--- src/hdl/lsq_macros.svh ---
`ifndef LSQ_MACROS_SVH
`define LSQ_MACROS_SVH

// =========================================================
// Datapath widths
// =========================================================
`define LSQ_ADDR_W 32 // Byte address
`define LSQ_DATA_W 32 // One memory word
`define LSQ_ROB_W  5  // 32 ROB slots

// =========================================================
// Queue sizing
// =========================================================
`define LSQ_SQ_DEPTH 8 // Power of two so pointers wrap on their own
`define LSQ_LQ_DEPTH 8
// Committed stores waiting before stores take the port from loads
`define LSQ_DRAIN_THRESH 4

`endif

--- src/hdl/mem_types_pkg.sv ---
`include "lsq_macros.svh"

// Types seen on the data-cache side of the LSQ
package mem_types_pkg;

    typedef logic [`LSQ_ADDR_W-1:0] addr_t;      // Byte address
    typedef logic [`LSQ_DATA_W-1:0] mem_block_t; // Sub-word data sits in the low bytes
    typedef logic [$clog2(`LSQ_LQ_DEPTH)-1:0] mem_tag_t; // LQ slot of a load

    typedef enum logic [1:0] {
        MEM_BYTE = 2'd0,
        MEM_HALF = 2'd1,
        MEM_WORD = 2'd2
    } mem_size_e;

    typedef enum logic [1:0] {
        MEM_NONE  = 2'd0,
        MEM_LOAD  = 2'd1,
        MEM_STORE = 2'd2
    } mem_cmd_e;

    typedef struct packed {
        mem_cmd_e   cmd;
        addr_t      addr;
        mem_size_e  size;
        mem_block_t data; // Store data, zero for loads
        mem_tag_t   tag;  // Echoed back with the load response
    } mem_req_t;

    // Load data comes back zero extended
    typedef struct packed {
        logic       valid;
        mem_tag_t   tag;
        mem_block_t data;
    } mem_resp_t;

endpackage

--- src/hdl/lsq_types_pkg.sv ---
`include "lsq_macros.svh"

// Types shared between the two queues and the core
package lsq_types_pkg;

    import mem_types_pkg::*;

    typedef logic [`LSQ_ROB_W-1:0]            rob_idx_t;
    typedef logic [$clog2(`LSQ_SQ_DEPTH)-1:0] sq_idx_t;
    typedef logic [$clog2(`LSQ_SQ_DEPTH):0]   sq_cnt_t; // 0 .. SQ depth
    typedef mem_tag_t                         lq_idx_t; // Slot doubles as memory tag

    // One dispatched memory op
    typedef struct packed {
        addr_t     addr;
        mem_size_e size;
        rob_idx_t  rob;
    } dispatch_t;

    // LQ asks the SQ about older stores
    typedef struct packed {
        logic      valid;
        addr_t     addr;
        mem_size_e size;
        sq_idx_t   age; // SQ tail seen at load dispatch
    } fwd_query_t;

    typedef struct packed {
        logic       hit;     // Exact match with data
        logic       pending; // Overlap that must resolve first
        mem_block_t data;
    } fwd_resp_t;

    typedef struct packed {
        logic       valid;
        rob_idx_t   rob;
        mem_block_t data;
    } wb_t;

    typedef enum logic [2:0] {
        LQ_FREE,
        LQ_READY,   // Waiting to query the SQ
        LQ_ISSUED,  // Sent to memory
        LQ_DONE,    // Data held, waiting for writeback
        LQ_WRITTEN  // Written back, waiting for commit
    } lq_state_e;

endpackage

--- src/hdl/load_queue.sv ---
`include "lsq_macros.svh"

module load_queue (
    input  logic                      clock,
    input  logic                      rst_n_i,
    input  logic                      enq_valid_i,
    input  lsq_types_pkg::dispatch_t  enq_i,
    input  lsq_types_pkg::sq_idx_t    sq_tail_i,   // Age mark for forwarding
    input  lsq_types_pkg::fwd_resp_t  fwd_resp_i,
    input  logic                      req_grant_i,
    input  mem_types_pkg::mem_resp_t  resp_i,
    input  logic                      commit_valid_i,
    input  lsq_types_pkg::rob_idx_t   commit_rob_i,
    output logic                      full_o,
    output lsq_types_pkg::fwd_query_t fwd_query_o,
    output logic                      req_valid_o,
    output mem_types_pkg::mem_req_t   req_o,
    output lsq_types_pkg::wb_t        wb_o
);
    import mem_types_pkg::*;
    import lsq_types_pkg::*;

    localparam int DEPTH = `LSQ_LQ_DEPTH;

    lq_state_e  state_q [DEPTH];
    addr_t      addr_q  [DEPTH];
    mem_size_e  size_q  [DEPTH];
    rob_idx_t   rob_q   [DEPTH];
    sq_idx_t    age_q   [DEPTH];
    mem_block_t data_q  [DEPTH];

    lq_idx_t                 head_q;
    lq_idx_t                 tail_q;
    logic [$clog2(DEPTH):0]  count_q;
    logic                    do_enq;
    logic                    do_retire;
    logic                    fwd_hit;
    logic                    q_found;  // Some entry is READY
    lq_idx_t                 q_idx;    // Oldest READY
    logic                    wb_found;
    lq_idx_t                 wb_idx;   // Oldest DONE

    assign full_o    = (count_q == DEPTH[$clog2(DEPTH):0]);
    assign do_enq    = enq_valid_i && !full_o;
    assign do_retire = commit_valid_i && state_q[head_q] == LQ_WRITTEN &&
                       rob_q[head_q] == commit_rob_i;
    assign fwd_hit   = q_found && fwd_resp_i.hit;

    // Oldest READY and oldest DONE, walking from the head
    always_comb begin
        lq_idx_t idx;
        q_found  = 1'b0;
        q_idx    = head_q;
        wb_found = 1'b0;
        wb_idx   = head_q;
        for (int k = 0; k < DEPTH; k++) begin
            idx = head_q + lq_idx_t'(k);
            if (!q_found && state_q[idx] == LQ_READY) begin
                q_found = 1'b1;
                q_idx   = idx;
            end
            if (!wb_found && state_q[idx] == LQ_DONE) begin
                wb_found = 1'b1;
                wb_idx   = idx;
            end
        end
    end

    // =========================================================
    // SQ query and memory issue
    // =========================================================
    assign fwd_query_o = '{valid: q_found,
                           addr:  addr_q[q_idx],
                           size:  size_q[q_idx],
                           age:   age_q[q_idx]};

    // Miss goes to memory, pending simply asks again next cycle
    assign req_valid_o = q_found && !fwd_resp_i.hit && !fwd_resp_i.pending;
    assign req_o       = '{cmd:  MEM_LOAD,
                           addr: addr_q[q_idx],
                           size: size_q[q_idx],
                           data: '0,
                           tag:  q_idx};

    assign wb_o = '{valid: wb_found, rob: rob_q[wb_idx], data: data_q[wb_idx]};

    // =========================================================
    // Entry state machine
    // =========================================================
    always_ff @(posedge clock or negedge rst_n_i) begin
        if (!rst_n_i) begin
            head_q  <= '0;
            tail_q  <= '0;
            count_q <= '0;
            for (int i = 0; i < DEPTH; i++)
                state_q[i] <= LQ_FREE;
        end else begin
            if (do_enq) begin
                state_q[tail_q] <= LQ_READY;
                tail_q          <= tail_q + 1'b1;
            end
            if (fwd_hit)
                state_q[q_idx] <= LQ_DONE;  // Forwarded, skip memory
            else if (req_valid_o && req_grant_i)
                state_q[q_idx] <= LQ_ISSUED;
            if (resp_i.valid && state_q[resp_i.tag] == LQ_ISSUED)
                state_q[resp_i.tag] <= LQ_DONE;
            if (wb_found)
                state_q[wb_idx] <= LQ_WRITTEN; // One writeback cycle per load
            if (do_retire) begin
                state_q[head_q] <= LQ_FREE;
                head_q          <= head_q + 1'b1;
            end
            if (do_enq && !do_retire)
                count_q <= count_q + 1'b1;
            else if (!do_enq && do_retire)
                count_q <= count_q - 1'b1;
        end
    end

    always_ff @(posedge clock) begin
        if (do_enq) begin
            addr_q[tail_q] <= enq_i.addr;
            size_q[tail_q] <= enq_i.size;
            rob_q[tail_q]  <= enq_i.rob;
            age_q[tail_q]  <= sq_tail_i;
        end
        if (fwd_hit)
            data_q[q_idx] <= fwd_resp_i.data;
        if (resp_i.valid && state_q[resp_i.tag] == LQ_ISSUED)
            data_q[resp_i.tag] <= resp_i.data;
    end

endmodule

--- src/hdl/lsq_mem_arbiter.sv ---
`include "lsq_macros.svh"

module lsq_mem_arbiter (
    input  logic                     clock,
    input  logic                     rst_n_i,
    input  logic                     st_valid_i,
    input  mem_types_pkg::mem_req_t  st_req_i,
    input  lsq_types_pkg::sq_cnt_t   st_pressure_i, // Committed stores in SQ
    input  logic                     ld_valid_i,
    input  mem_types_pkg::mem_req_t  ld_req_i,
    input  logic                     mem_accept_i,
    input  mem_types_pkg::mem_resp_t mem_resp_i,
    output logic                     st_grant_o,
    output logic                     ld_grant_o,
    output logic                     mem_req_valid_o,
    output mem_types_pkg::mem_req_t  mem_req_o,
    output mem_types_pkg::mem_resp_t ld_resp_o
);
    import mem_types_pkg::*;
    import lsq_types_pkg::*;

    logic                     lock_q;    // Request shown but not yet taken
    logic                     lock_st_q; // Owner while locked
    logic                     pick_st;
    logic [`LSQ_LQ_DEPTH-1:0] inflight_q; // Load tags awaiting data

    // Loads first unless stores have piled up or loads are idle
    assign pick_st = lock_q ? lock_st_q :
                     (st_valid_i && (!ld_valid_i ||
                      st_pressure_i >= sq_cnt_t'(`LSQ_DRAIN_THRESH)));

    assign mem_req_valid_o = pick_st ? st_valid_i : ld_valid_i;
    assign st_grant_o      = pick_st && st_valid_i && mem_accept_i;
    assign ld_grant_o      = !pick_st && ld_valid_i && mem_accept_i;

    always_comb begin
        mem_req_o = pick_st ? st_req_i : ld_req_i;
        if (!mem_req_valid_o)
            mem_req_o.cmd = MEM_NONE; // Idle port
    end

    // Only tags that went out are passed on
    always_comb begin
        ld_resp_o       = mem_resp_i;
        ld_resp_o.valid = mem_resp_i.valid && inflight_q[mem_resp_i.tag];
    end

    always_ff @(posedge clock or negedge rst_n_i) begin
        if (!rst_n_i) begin
            lock_q     <= 1'b0;
            lock_st_q  <= 1'b0;
            inflight_q <= '0;
        end else begin
            lock_q    <= mem_req_valid_o && !mem_accept_i; // Hold the choice
            lock_st_q <= pick_st;
            if (ld_resp_o.valid)
                inflight_q[mem_resp_i.tag] <= 1'b0;
            if (ld_grant_o)
                inflight_q[ld_req_i.tag] <= 1'b1;
        end
    end

endmodule

--- src/hdl/lsq_top.sv ---
module lsq_top (
    input  logic                      clock,
    input  logic                      rst_n_i,
    // Dispatch
    input  logic                      dispatch_valid_i,
    input  logic                      dispatch_is_store_i, // 1 store, 0 load
    input  lsq_types_pkg::dispatch_t  dispatch_i,
    // Store data from execute
    input  logic                      st_data_valid_i,
    input  lsq_types_pkg::rob_idx_t   st_data_rob_i,
    input  mem_types_pkg::mem_block_t st_data_i,
    // ROB commit
    input  logic                      commit_valid_i,
    input  lsq_types_pkg::rob_idx_t   commit_rob_i,
    // Data cache port
    input  logic                      mem_accept_i,
    input  mem_types_pkg::mem_resp_t  mem_resp_i,
    output logic                      lsq_full_o,      // Stall to frontend
    output logic                      mem_req_valid_o,
    output mem_types_pkg::mem_req_t   mem_req_o,
    output lsq_types_pkg::wb_t        wb_o
);
    import mem_types_pkg::*;
    import lsq_types_pkg::*;

    logic       sq_full, lq_full;
    sq_idx_t    sq_tail;
    fwd_query_t fwd_query;
    fwd_resp_t  fwd_resp;
    logic       sq_req_valid, sq_grant;
    mem_req_t   sq_req;
    sq_cnt_t    sq_committed;
    logic       lq_req_valid, lq_grant;
    mem_req_t   lq_req;
    mem_resp_t  lq_resp;

    // =========================================================
    // Dispatch steering
    // =========================================================
    assign lsq_full_o = dispatch_is_store_i ? sq_full : lq_full;

    store_queue u_sq (
        .clock             (clock),
        .rst_n_i           (rst_n_i),
        .enq_valid_i       (dispatch_valid_i && dispatch_is_store_i),
        .enq_i             (dispatch_i),
        .data_valid_i      (st_data_valid_i),
        .data_rob_i        (st_data_rob_i),
        .data_i            (st_data_i),
        .commit_valid_i    (commit_valid_i),
        .commit_rob_i      (commit_rob_i),
        .fwd_query_i       (fwd_query),
        .drain_grant_i     (sq_grant),
        .full_o            (sq_full),
        .tail_o            (sq_tail),
        .fwd_resp_o        (fwd_resp),
        .drain_valid_o     (sq_req_valid),
        .drain_req_o       (sq_req),
        .committed_count_o (sq_committed)
    );

    load_queue u_lq (
        .clock          (clock),
        .rst_n_i        (rst_n_i),
        .enq_valid_i    (dispatch_valid_i && !dispatch_is_store_i),
        .enq_i          (dispatch_i),
        .sq_tail_i      (sq_tail),
        .fwd_resp_i     (fwd_resp),
        .req_grant_i    (lq_grant),
        .resp_i         (lq_resp),
        .commit_valid_i (commit_valid_i),
        .commit_rob_i   (commit_rob_i),
        .full_o         (lq_full),
        .fwd_query_o    (fwd_query),
        .req_valid_o    (lq_req_valid),
        .req_o          (lq_req),
        .wb_o           (wb_o)
    );

    // Single cache port shared by drains and loads
    lsq_mem_arbiter u_arb (
        .clock           (clock),
        .rst_n_i         (rst_n_i),
        .st_valid_i      (sq_req_valid),
        .st_req_i        (sq_req),
        .st_pressure_i   (sq_committed),
        .ld_valid_i      (lq_req_valid),
        .ld_req_i        (lq_req),
        .mem_accept_i    (mem_accept_i),
        .mem_resp_i      (mem_resp_i),
        .st_grant_o      (sq_grant),
        .ld_grant_o      (lq_grant),
        .mem_req_valid_o (mem_req_valid_o),
        .mem_req_o       (mem_req_o),
        .ld_resp_o       (lq_resp)
    );

endmodule

--- src/hdl/store_queue.sv ---
`include "lsq_macros.svh"

module store_queue (
    input  logic                      clock,
    input  logic                      rst_n_i,
    input  logic                      enq_valid_i,
    input  lsq_types_pkg::dispatch_t  enq_i,
    input  logic                      data_valid_i,   // Store data from execute
    input  lsq_types_pkg::rob_idx_t   data_rob_i,
    input  mem_types_pkg::mem_block_t data_i,
    input  logic                      commit_valid_i, // ROB retire
    input  lsq_types_pkg::rob_idx_t   commit_rob_i,
    input  lsq_types_pkg::fwd_query_t fwd_query_i,
    input  logic                      drain_grant_i,
    output logic                      full_o,
    output lsq_types_pkg::sq_idx_t    tail_o,
    output lsq_types_pkg::fwd_resp_t  fwd_resp_o,
    output logic                      drain_valid_o,
    output mem_types_pkg::mem_req_t   drain_req_o,
    output lsq_types_pkg::sq_cnt_t    committed_count_o
);
    import mem_types_pkg::*;
    import lsq_types_pkg::*;

    localparam int DEPTH = `LSQ_SQ_DEPTH;

    logic [DEPTH-1:0] valid_q;
    logic [DEPTH-1:0] has_data_q;  // Data captured
    logic [DEPTH-1:0] committed_q; // Safe to write to memory

    addr_t      addr_q [DEPTH];
    mem_size_e  size_q [DEPTH];
    rob_idx_t   rob_q  [DEPTH];
    mem_block_t data_q [DEPTH];

    sq_idx_t head_q;
    sq_idx_t tail_q;
    sq_cnt_t count_q;
    logic    do_enq;
    logic    do_deq;
    sq_idx_t older_n;  // Stores ahead of the querying load
    sq_idx_t scan_idx;

    // Bytes a load of this size gets back
    function automatic mem_block_t size_mask(input mem_size_e size, input mem_block_t d);
        case (size)
            MEM_BYTE: size_mask = mem_block_t'(d[7:0]);
            MEM_HALF: size_mask = mem_block_t'(d[15:0]);
            default:  size_mask = d;
        endcase
    endfunction

    assign full_o = (count_q == sq_cnt_t'(DEPTH));
    assign tail_o = tail_q;
    assign do_enq = enq_valid_i && !full_o;
    assign do_deq = drain_valid_o && drain_grant_i;

    // =========================================================
    // Allocation, data capture, commit marking
    // =========================================================
    always_ff @(posedge clock or negedge rst_n_i) begin
        if (!rst_n_i) begin
            head_q      <= '0;
            tail_q      <= '0;
            count_q     <= '0;
            valid_q     <= '0;
            has_data_q  <= '0;
            committed_q <= '0;
        end else begin
            for (int i = 0; i < DEPTH; i++) begin
                if (valid_q[i] && data_valid_i && rob_q[i] == data_rob_i)
                    has_data_q[i] <= 1'b1;
                if (valid_q[i] && commit_valid_i && rob_q[i] == commit_rob_i)
                    committed_q[i] <= 1'b1;
            end
            if (do_enq) begin
                valid_q[tail_q]     <= 1'b1;
                has_data_q[tail_q]  <= 1'b0;
                committed_q[tail_q] <= 1'b0;
                tail_q              <= tail_q + 1'b1;
            end
            if (do_deq) begin
                valid_q[head_q] <= 1'b0; // Memory took the store
                head_q          <= head_q + 1'b1;
            end
            if (do_enq && !do_deq)
                count_q <= count_q + 1'b1;
            else if (!do_enq && do_deq)
                count_q <= count_q - 1'b1;
        end
    end

    always_ff @(posedge clock) begin
        if (do_enq) begin
            addr_q[tail_q] <= enq_i.addr;
            size_q[tail_q] <= enq_i.size;
            rob_q[tail_q]  <= enq_i.rob;
        end
        for (int i = 0; i < DEPTH; i++) begin
            if (valid_q[i] && data_valid_i && rob_q[i] == data_rob_i)
                data_q[i] <= data_i;
        end
    end

    // =========================================================
    // Forwarding search
    // =========================================================
    always_comb begin
        fwd_resp_o = '0;
        older_n    = fwd_query_i.age - head_q; // Circular distance to the mark
        scan_idx   = head_q;
        // Oldest to youngest so the youngest older store wins
        for (int k = 0; k < DEPTH; k++) begin
            scan_idx = head_q + sq_idx_t'(k);
            if (fwd_query_i.valid && valid_q[scan_idx] && k < int'(older_n) &&
                addr_q[scan_idx][$bits(addr_t)-1:2] == fwd_query_i.addr[$bits(addr_t)-1:2]) begin
                if (has_data_q[scan_idx] && addr_q[scan_idx] == fwd_query_i.addr &&
                    size_q[scan_idx] == fwd_query_i.size) begin
                    fwd_resp_o.hit     = 1'b1;
                    fwd_resp_o.pending = 1'b0;
                    fwd_resp_o.data    = size_mask(size_q[scan_idx], data_q[scan_idx]);
                end else begin
                    fwd_resp_o.hit     = 1'b0; // Same word, cannot forward yet
                    fwd_resp_o.pending = 1'b1;
                end
            end
        end
    end

    // =========================================================
    // Drain to memory
    // =========================================================
    assign drain_valid_o = valid_q[head_q] && committed_q[head_q] && has_data_q[head_q];
    assign drain_req_o   = '{cmd:  MEM_STORE,
                             addr: addr_q[head_q],
                             size: size_q[head_q],
                             data: data_q[head_q],
                             tag:  '0};

    // Drain pressure for the arbiter
    always_comb begin
        committed_count_o = '0;
        for (int i = 0; i < DEPTH; i++)
            committed_count_o = committed_count_o + sq_cnt_t'(valid_q[i] & committed_q[i]);
    end

endmodule

--- config.mk ---
export PLATFORM = sky130hd
export DESIGN_NAME = lsq_top
export DESIGN_NICKNAME = d
export VERILOG_FILES = /design/src/hdl/mem_types_pkg.sv /design/src/hdl/lsq_types_pkg.sv /design/src/hdl/load_queue.sv /design/src/hdl/lsq_mem_arbiter.sv /design/src/hdl/lsq_top.sv /design/src/hdl/store_queue.sv
export VERILOG_INCLUDE_DIRS = /design/src /design/src/hdl
export SDC_FILE = /design/constraint.sdc
export NUM_CORES = 2
export LEC_CHECK = 0
export BUFFER_PORTS_ARGS = -buffer_cell sky130_fd_sc_hd__clkbuf_2
export CORE_MARGIN = 10
export CORE_UTILIZATION = 31
export CTS_CLUSTER_SIZE = 16
export DETAILED_ROUTE_END_ITERATION = 10
export GPL_ROUTABILITY_DRIVEN = 0
export GPL_TIMING_DRIVEN = 0
export PLACE_DENSITY = 0.54
export SYNTH_ARGS = -nofsm -noshare
export SYNTH_HDL_FRONTEND = slang
export SYNTH_SLANG_ARGS = --single-unit
--- constraint.sdc ---
create_clock -name clock -period 11.05 [get_ports clock]
set_clock_uncertainty 0.15 [all_clocks]
set_input_delay 1.105 -clock clock [delete_from_list [all_inputs] [get_ports clock]]
set_output_delay 1.105 -clock clock [all_outputs]
set_load 0.05 [all_outputs]
==> impl_metrics.json <==
{
  "synth_seq_cells": 1238,
  "hpwl_um": 261000,
  "portBuffers": 193,
  "ys_warn_count": 0,
  "clock_path_buffers": 3,
  "synth_edf_count": 1160,
  "drv_slew": 87,
  "tightest_slew_ps": 1620,
  "cts_hold_buf": 0,
  "layout_commonest_cell": "edfxtp_1",
  "outcome": "finished with violations",
  "tritoncts_num_sinks": 1238,
  "rsz0062_at_grt": "true",
  "drt_iter0_drc": 11056,
  "cts-htree-levels": 4,
  "min_path_type": "input pin to asynchronous set/reset pin",
  "root_buffer": "clkbuf_16",
  "cp-start-kind": "flop",
  "violations": "max-capacitance violations, max-slew violations, negative setup slack",
  "grt_antenna_before_repair": 52,
  "tns_ps": -2510,
  "cts_tree": "done",
  "fin_nets": 6380,
  "clock_latency_ps": 830,
  "drive_above_1_share_pct": 29.1,
  "dpl.cell_count": 9341,
  "grt_pass1_wl_um": 485000,
  "synthArstFlopShare_pct": 6.30,
  "vias_per_cell": 6.45,
  "worstPathRequired_ps": 9800,
  "ant_nets": 0,
  "num_vias": 62463,
  "syn_avg_cell_area_um2": 13.5,
  "relSlewSlack_pct": -8.03,
  "path_delay_family": "buffers and inverters",
  "maxCapViolCount": 8,
  "worst_slack_ps": -121,
  "critPathMostFrequentCell": "buf_8",
  "grt_pass1_vias": 59123,
  "grt_max_degree": 55,
  "dp_slack_ps": -8450,
  "cts.clk_slew.worst_paths_ps": 60,
  "die_area_mm2": 0.270,
  "finalCritPeriodShare_pct": 101,
  "synth_nets": 5913,
  "cp_slowest_cell": "mux2i_1",
  "crit_path_max_fanout": 19,
  "synth-seq-area-share_pct": 47.5,
  "regToRegSetupSlack_ps": 90,
  "hold_viol_final": 0,
  "syn_area_mm2": 0.0775,
  "fp.coreArea_mm2": 0.249,
  "max_stage_delay_ps": 680,
  "first_pass_iters": 9,
  "finalSetupViolations": 47,
  "syn_inst": 5760,
  "final_cell_mix": "edfxtp_1 (1160), mux4_2 (656), nand2_1 (509), mux2i_1 (400), nor2_1 (264)",
  "fmax_mhz": 89.5,
  "cp.arrival_ps": 9920,
  "routedWlPerCell_um": 36.8,
  "ys_types": 145,
  "area_growth_pct": 18.3,
  "start_util_pct": 31.2,
  "crit_type": "flop to primary output",
  "fp-row-count": 183,
  "gr-usage-all-layers_pct": 25.1,
  "overflow": 0,
  "wirelength_um": 357000,
  "drc_errors": 0,
  "critPathCaptureType": "primary output",
  "ys_dominant_reg_cell": "edfxtp_1",
  "whs_ps": 93.5,
  "crit_buf_inv": 20,
  "cts_buffers": 137,
  "min_period_ps": 11170,
  "io_pins": 235,
  "dieWidth_um": 520,
  "die_y_um": 520,
  "fin_cells": 9689
}
## worst reg2reg max path, stage by stage, from the launching register on
cell and delay, ps:
dfrtp_2 470, clkbuf_2 260, buf_6 270, buf_8 300
buf_16 260, buf_6 230, buf_8 250, buf_8 270
buf_6 260, buf_6 270, buf_4 290, clkbuf_8 270
inv_1 110, ha_1 310, buf_8 260, buf_12 260
buf_8 300, clkbuf_8 310, buf_6 310, clkbuf_2 520
clkbuf_1 810, clkbuf_1 760, clkdlybuf4s15_1 900, clkbuf_2 640
mux2i_1 340, o221ai_1 180, o31ai_2 890, a31oi_1 190
## stage by stage
step                utilization [%]  area (um^2)
floorplan                         -        78000
global placement               33.4        83200
detailed placement             33.9        84300
CTS                            36.7        91200
global route                   36.9        91700
finish                         36.9        91700
## cells in the mapped netlist (30+ instances only)
cell      count  area share (%)
o31ai_1      62            0.60
a21o_1       32            0.31
inv_1        58            0.28
nand3_1     152            0.98
clkbuf_1    212             1.0
nor2_1      312             1.5
o21ai_0     108            0.70
dfrtp_1      78             2.5
buf_1        96            0.46
mux2_2      120             1.7
a31oi_1     125             1.0
nand2_1     512             2.5
o22a_1       36            0.41
edfxtp_1   1160              45
nand4_1      49            0.40
mux4_2      656              19
buf_2        90            0.58
and2_1       34            0.27
buf_6        30            0.44
xnor2_1     150             1.7
xor2_1      110             1.2
nor4_1       54            0.44
or3_1        33            0.27
mux2i_1     439             5.7
and3_1       42            0.34
nor3_1      104            0.67
a21oi_1     171             1.1
## flip-flops by register name, indices dropped and copies added (netlist names), 16 cells and up
name / cells
u_lq.data_q: 256
u_sq.size_q: 16
u_lq.rob_q: 40
u_sq.addr_q: 256
u_lq.state_q: 24
u_lq.addr_q: 256
u_sq.rob_q: 40
u_sq.data_q: 256
u_lq.age_q: 24
u_lq.size_q: 16
## repair_timing
item | 4_1_cts | 5_1_grt
pin swaps | 34 | 21
endpoints found under the setup margin | 625 | 208
gates resized for setup | 389 | 118
buffers inserted | 66 | 19
cloned | 3 | 1
## kinds of logic (layout without fill, tap and decap cells)
group           Yosys count  count (layout)  share of synthesized area, %
fa+ha+maj                29              29                         0.526
xor+xnor                261             261                          2.96
mux                    1226            1226                          26.7
other cells               0              20                             0
compound gates          988             988                          9.68
simple gates           1503            1503                          9.62
buf+inv                 515            1094                          3.08
flops                  1238            1238                          47.5
## final cells by class
class                   instances  area (um^2)
diodes                         20         50.0
plain buffers                 442         2810
clock buffers                 165         3600
clock inverters                86         1110
fillers                     23789       157000
inverters                      61          256
multi-input cells            4007        39800
flip-flops and latches       1238        36800
well taps                    3330         4170
repair buffers                340         3130
## layer usage
metal	vias to the layer above	share of wire, %	track usage, %	routed length [um]
met3	1209	13	8.93	47700
met4	38	7.3	14.4	26200
met5	-	0.062	0	222
met1	31600	37	32.5	133000
li1	24348	-	-	-
met2	5268	42	36.4	149000
## path summary, 6_finish.rpt
check,to,from,depth (start not counted)
worst min register to register,u_sq.count_q[3]$_DFFE_PN0P_,u_sq.count_q[3]$_DFFE_PN0P_,1
min in group clock,u_sq.count_q[3]$_DFFE_PN0P_,u_sq.count_q[3]$_DFFE_PN0P_,1
max in group asynchronous,u_sq.head_q[1]$_DFFE_PN0N_,rst_n_i,2
worst max-delay path,mem_req_o[64],u_sq.head_q[1]$_DFFE_PN0N_,30
worst max register to register,u_lq.data_q[6][19]$_DFFE_PP_,u_sq.head_q[1]$_DFFE_PN0N_,27
worst min-delay path,u_lq.head_q[0]$_DFFE_PN0P_,rst_n_i,1
Power is left out: the tool's default activity adds up to more than one toggle a clock period on the data nets, which glitch-free logic cannot reach.
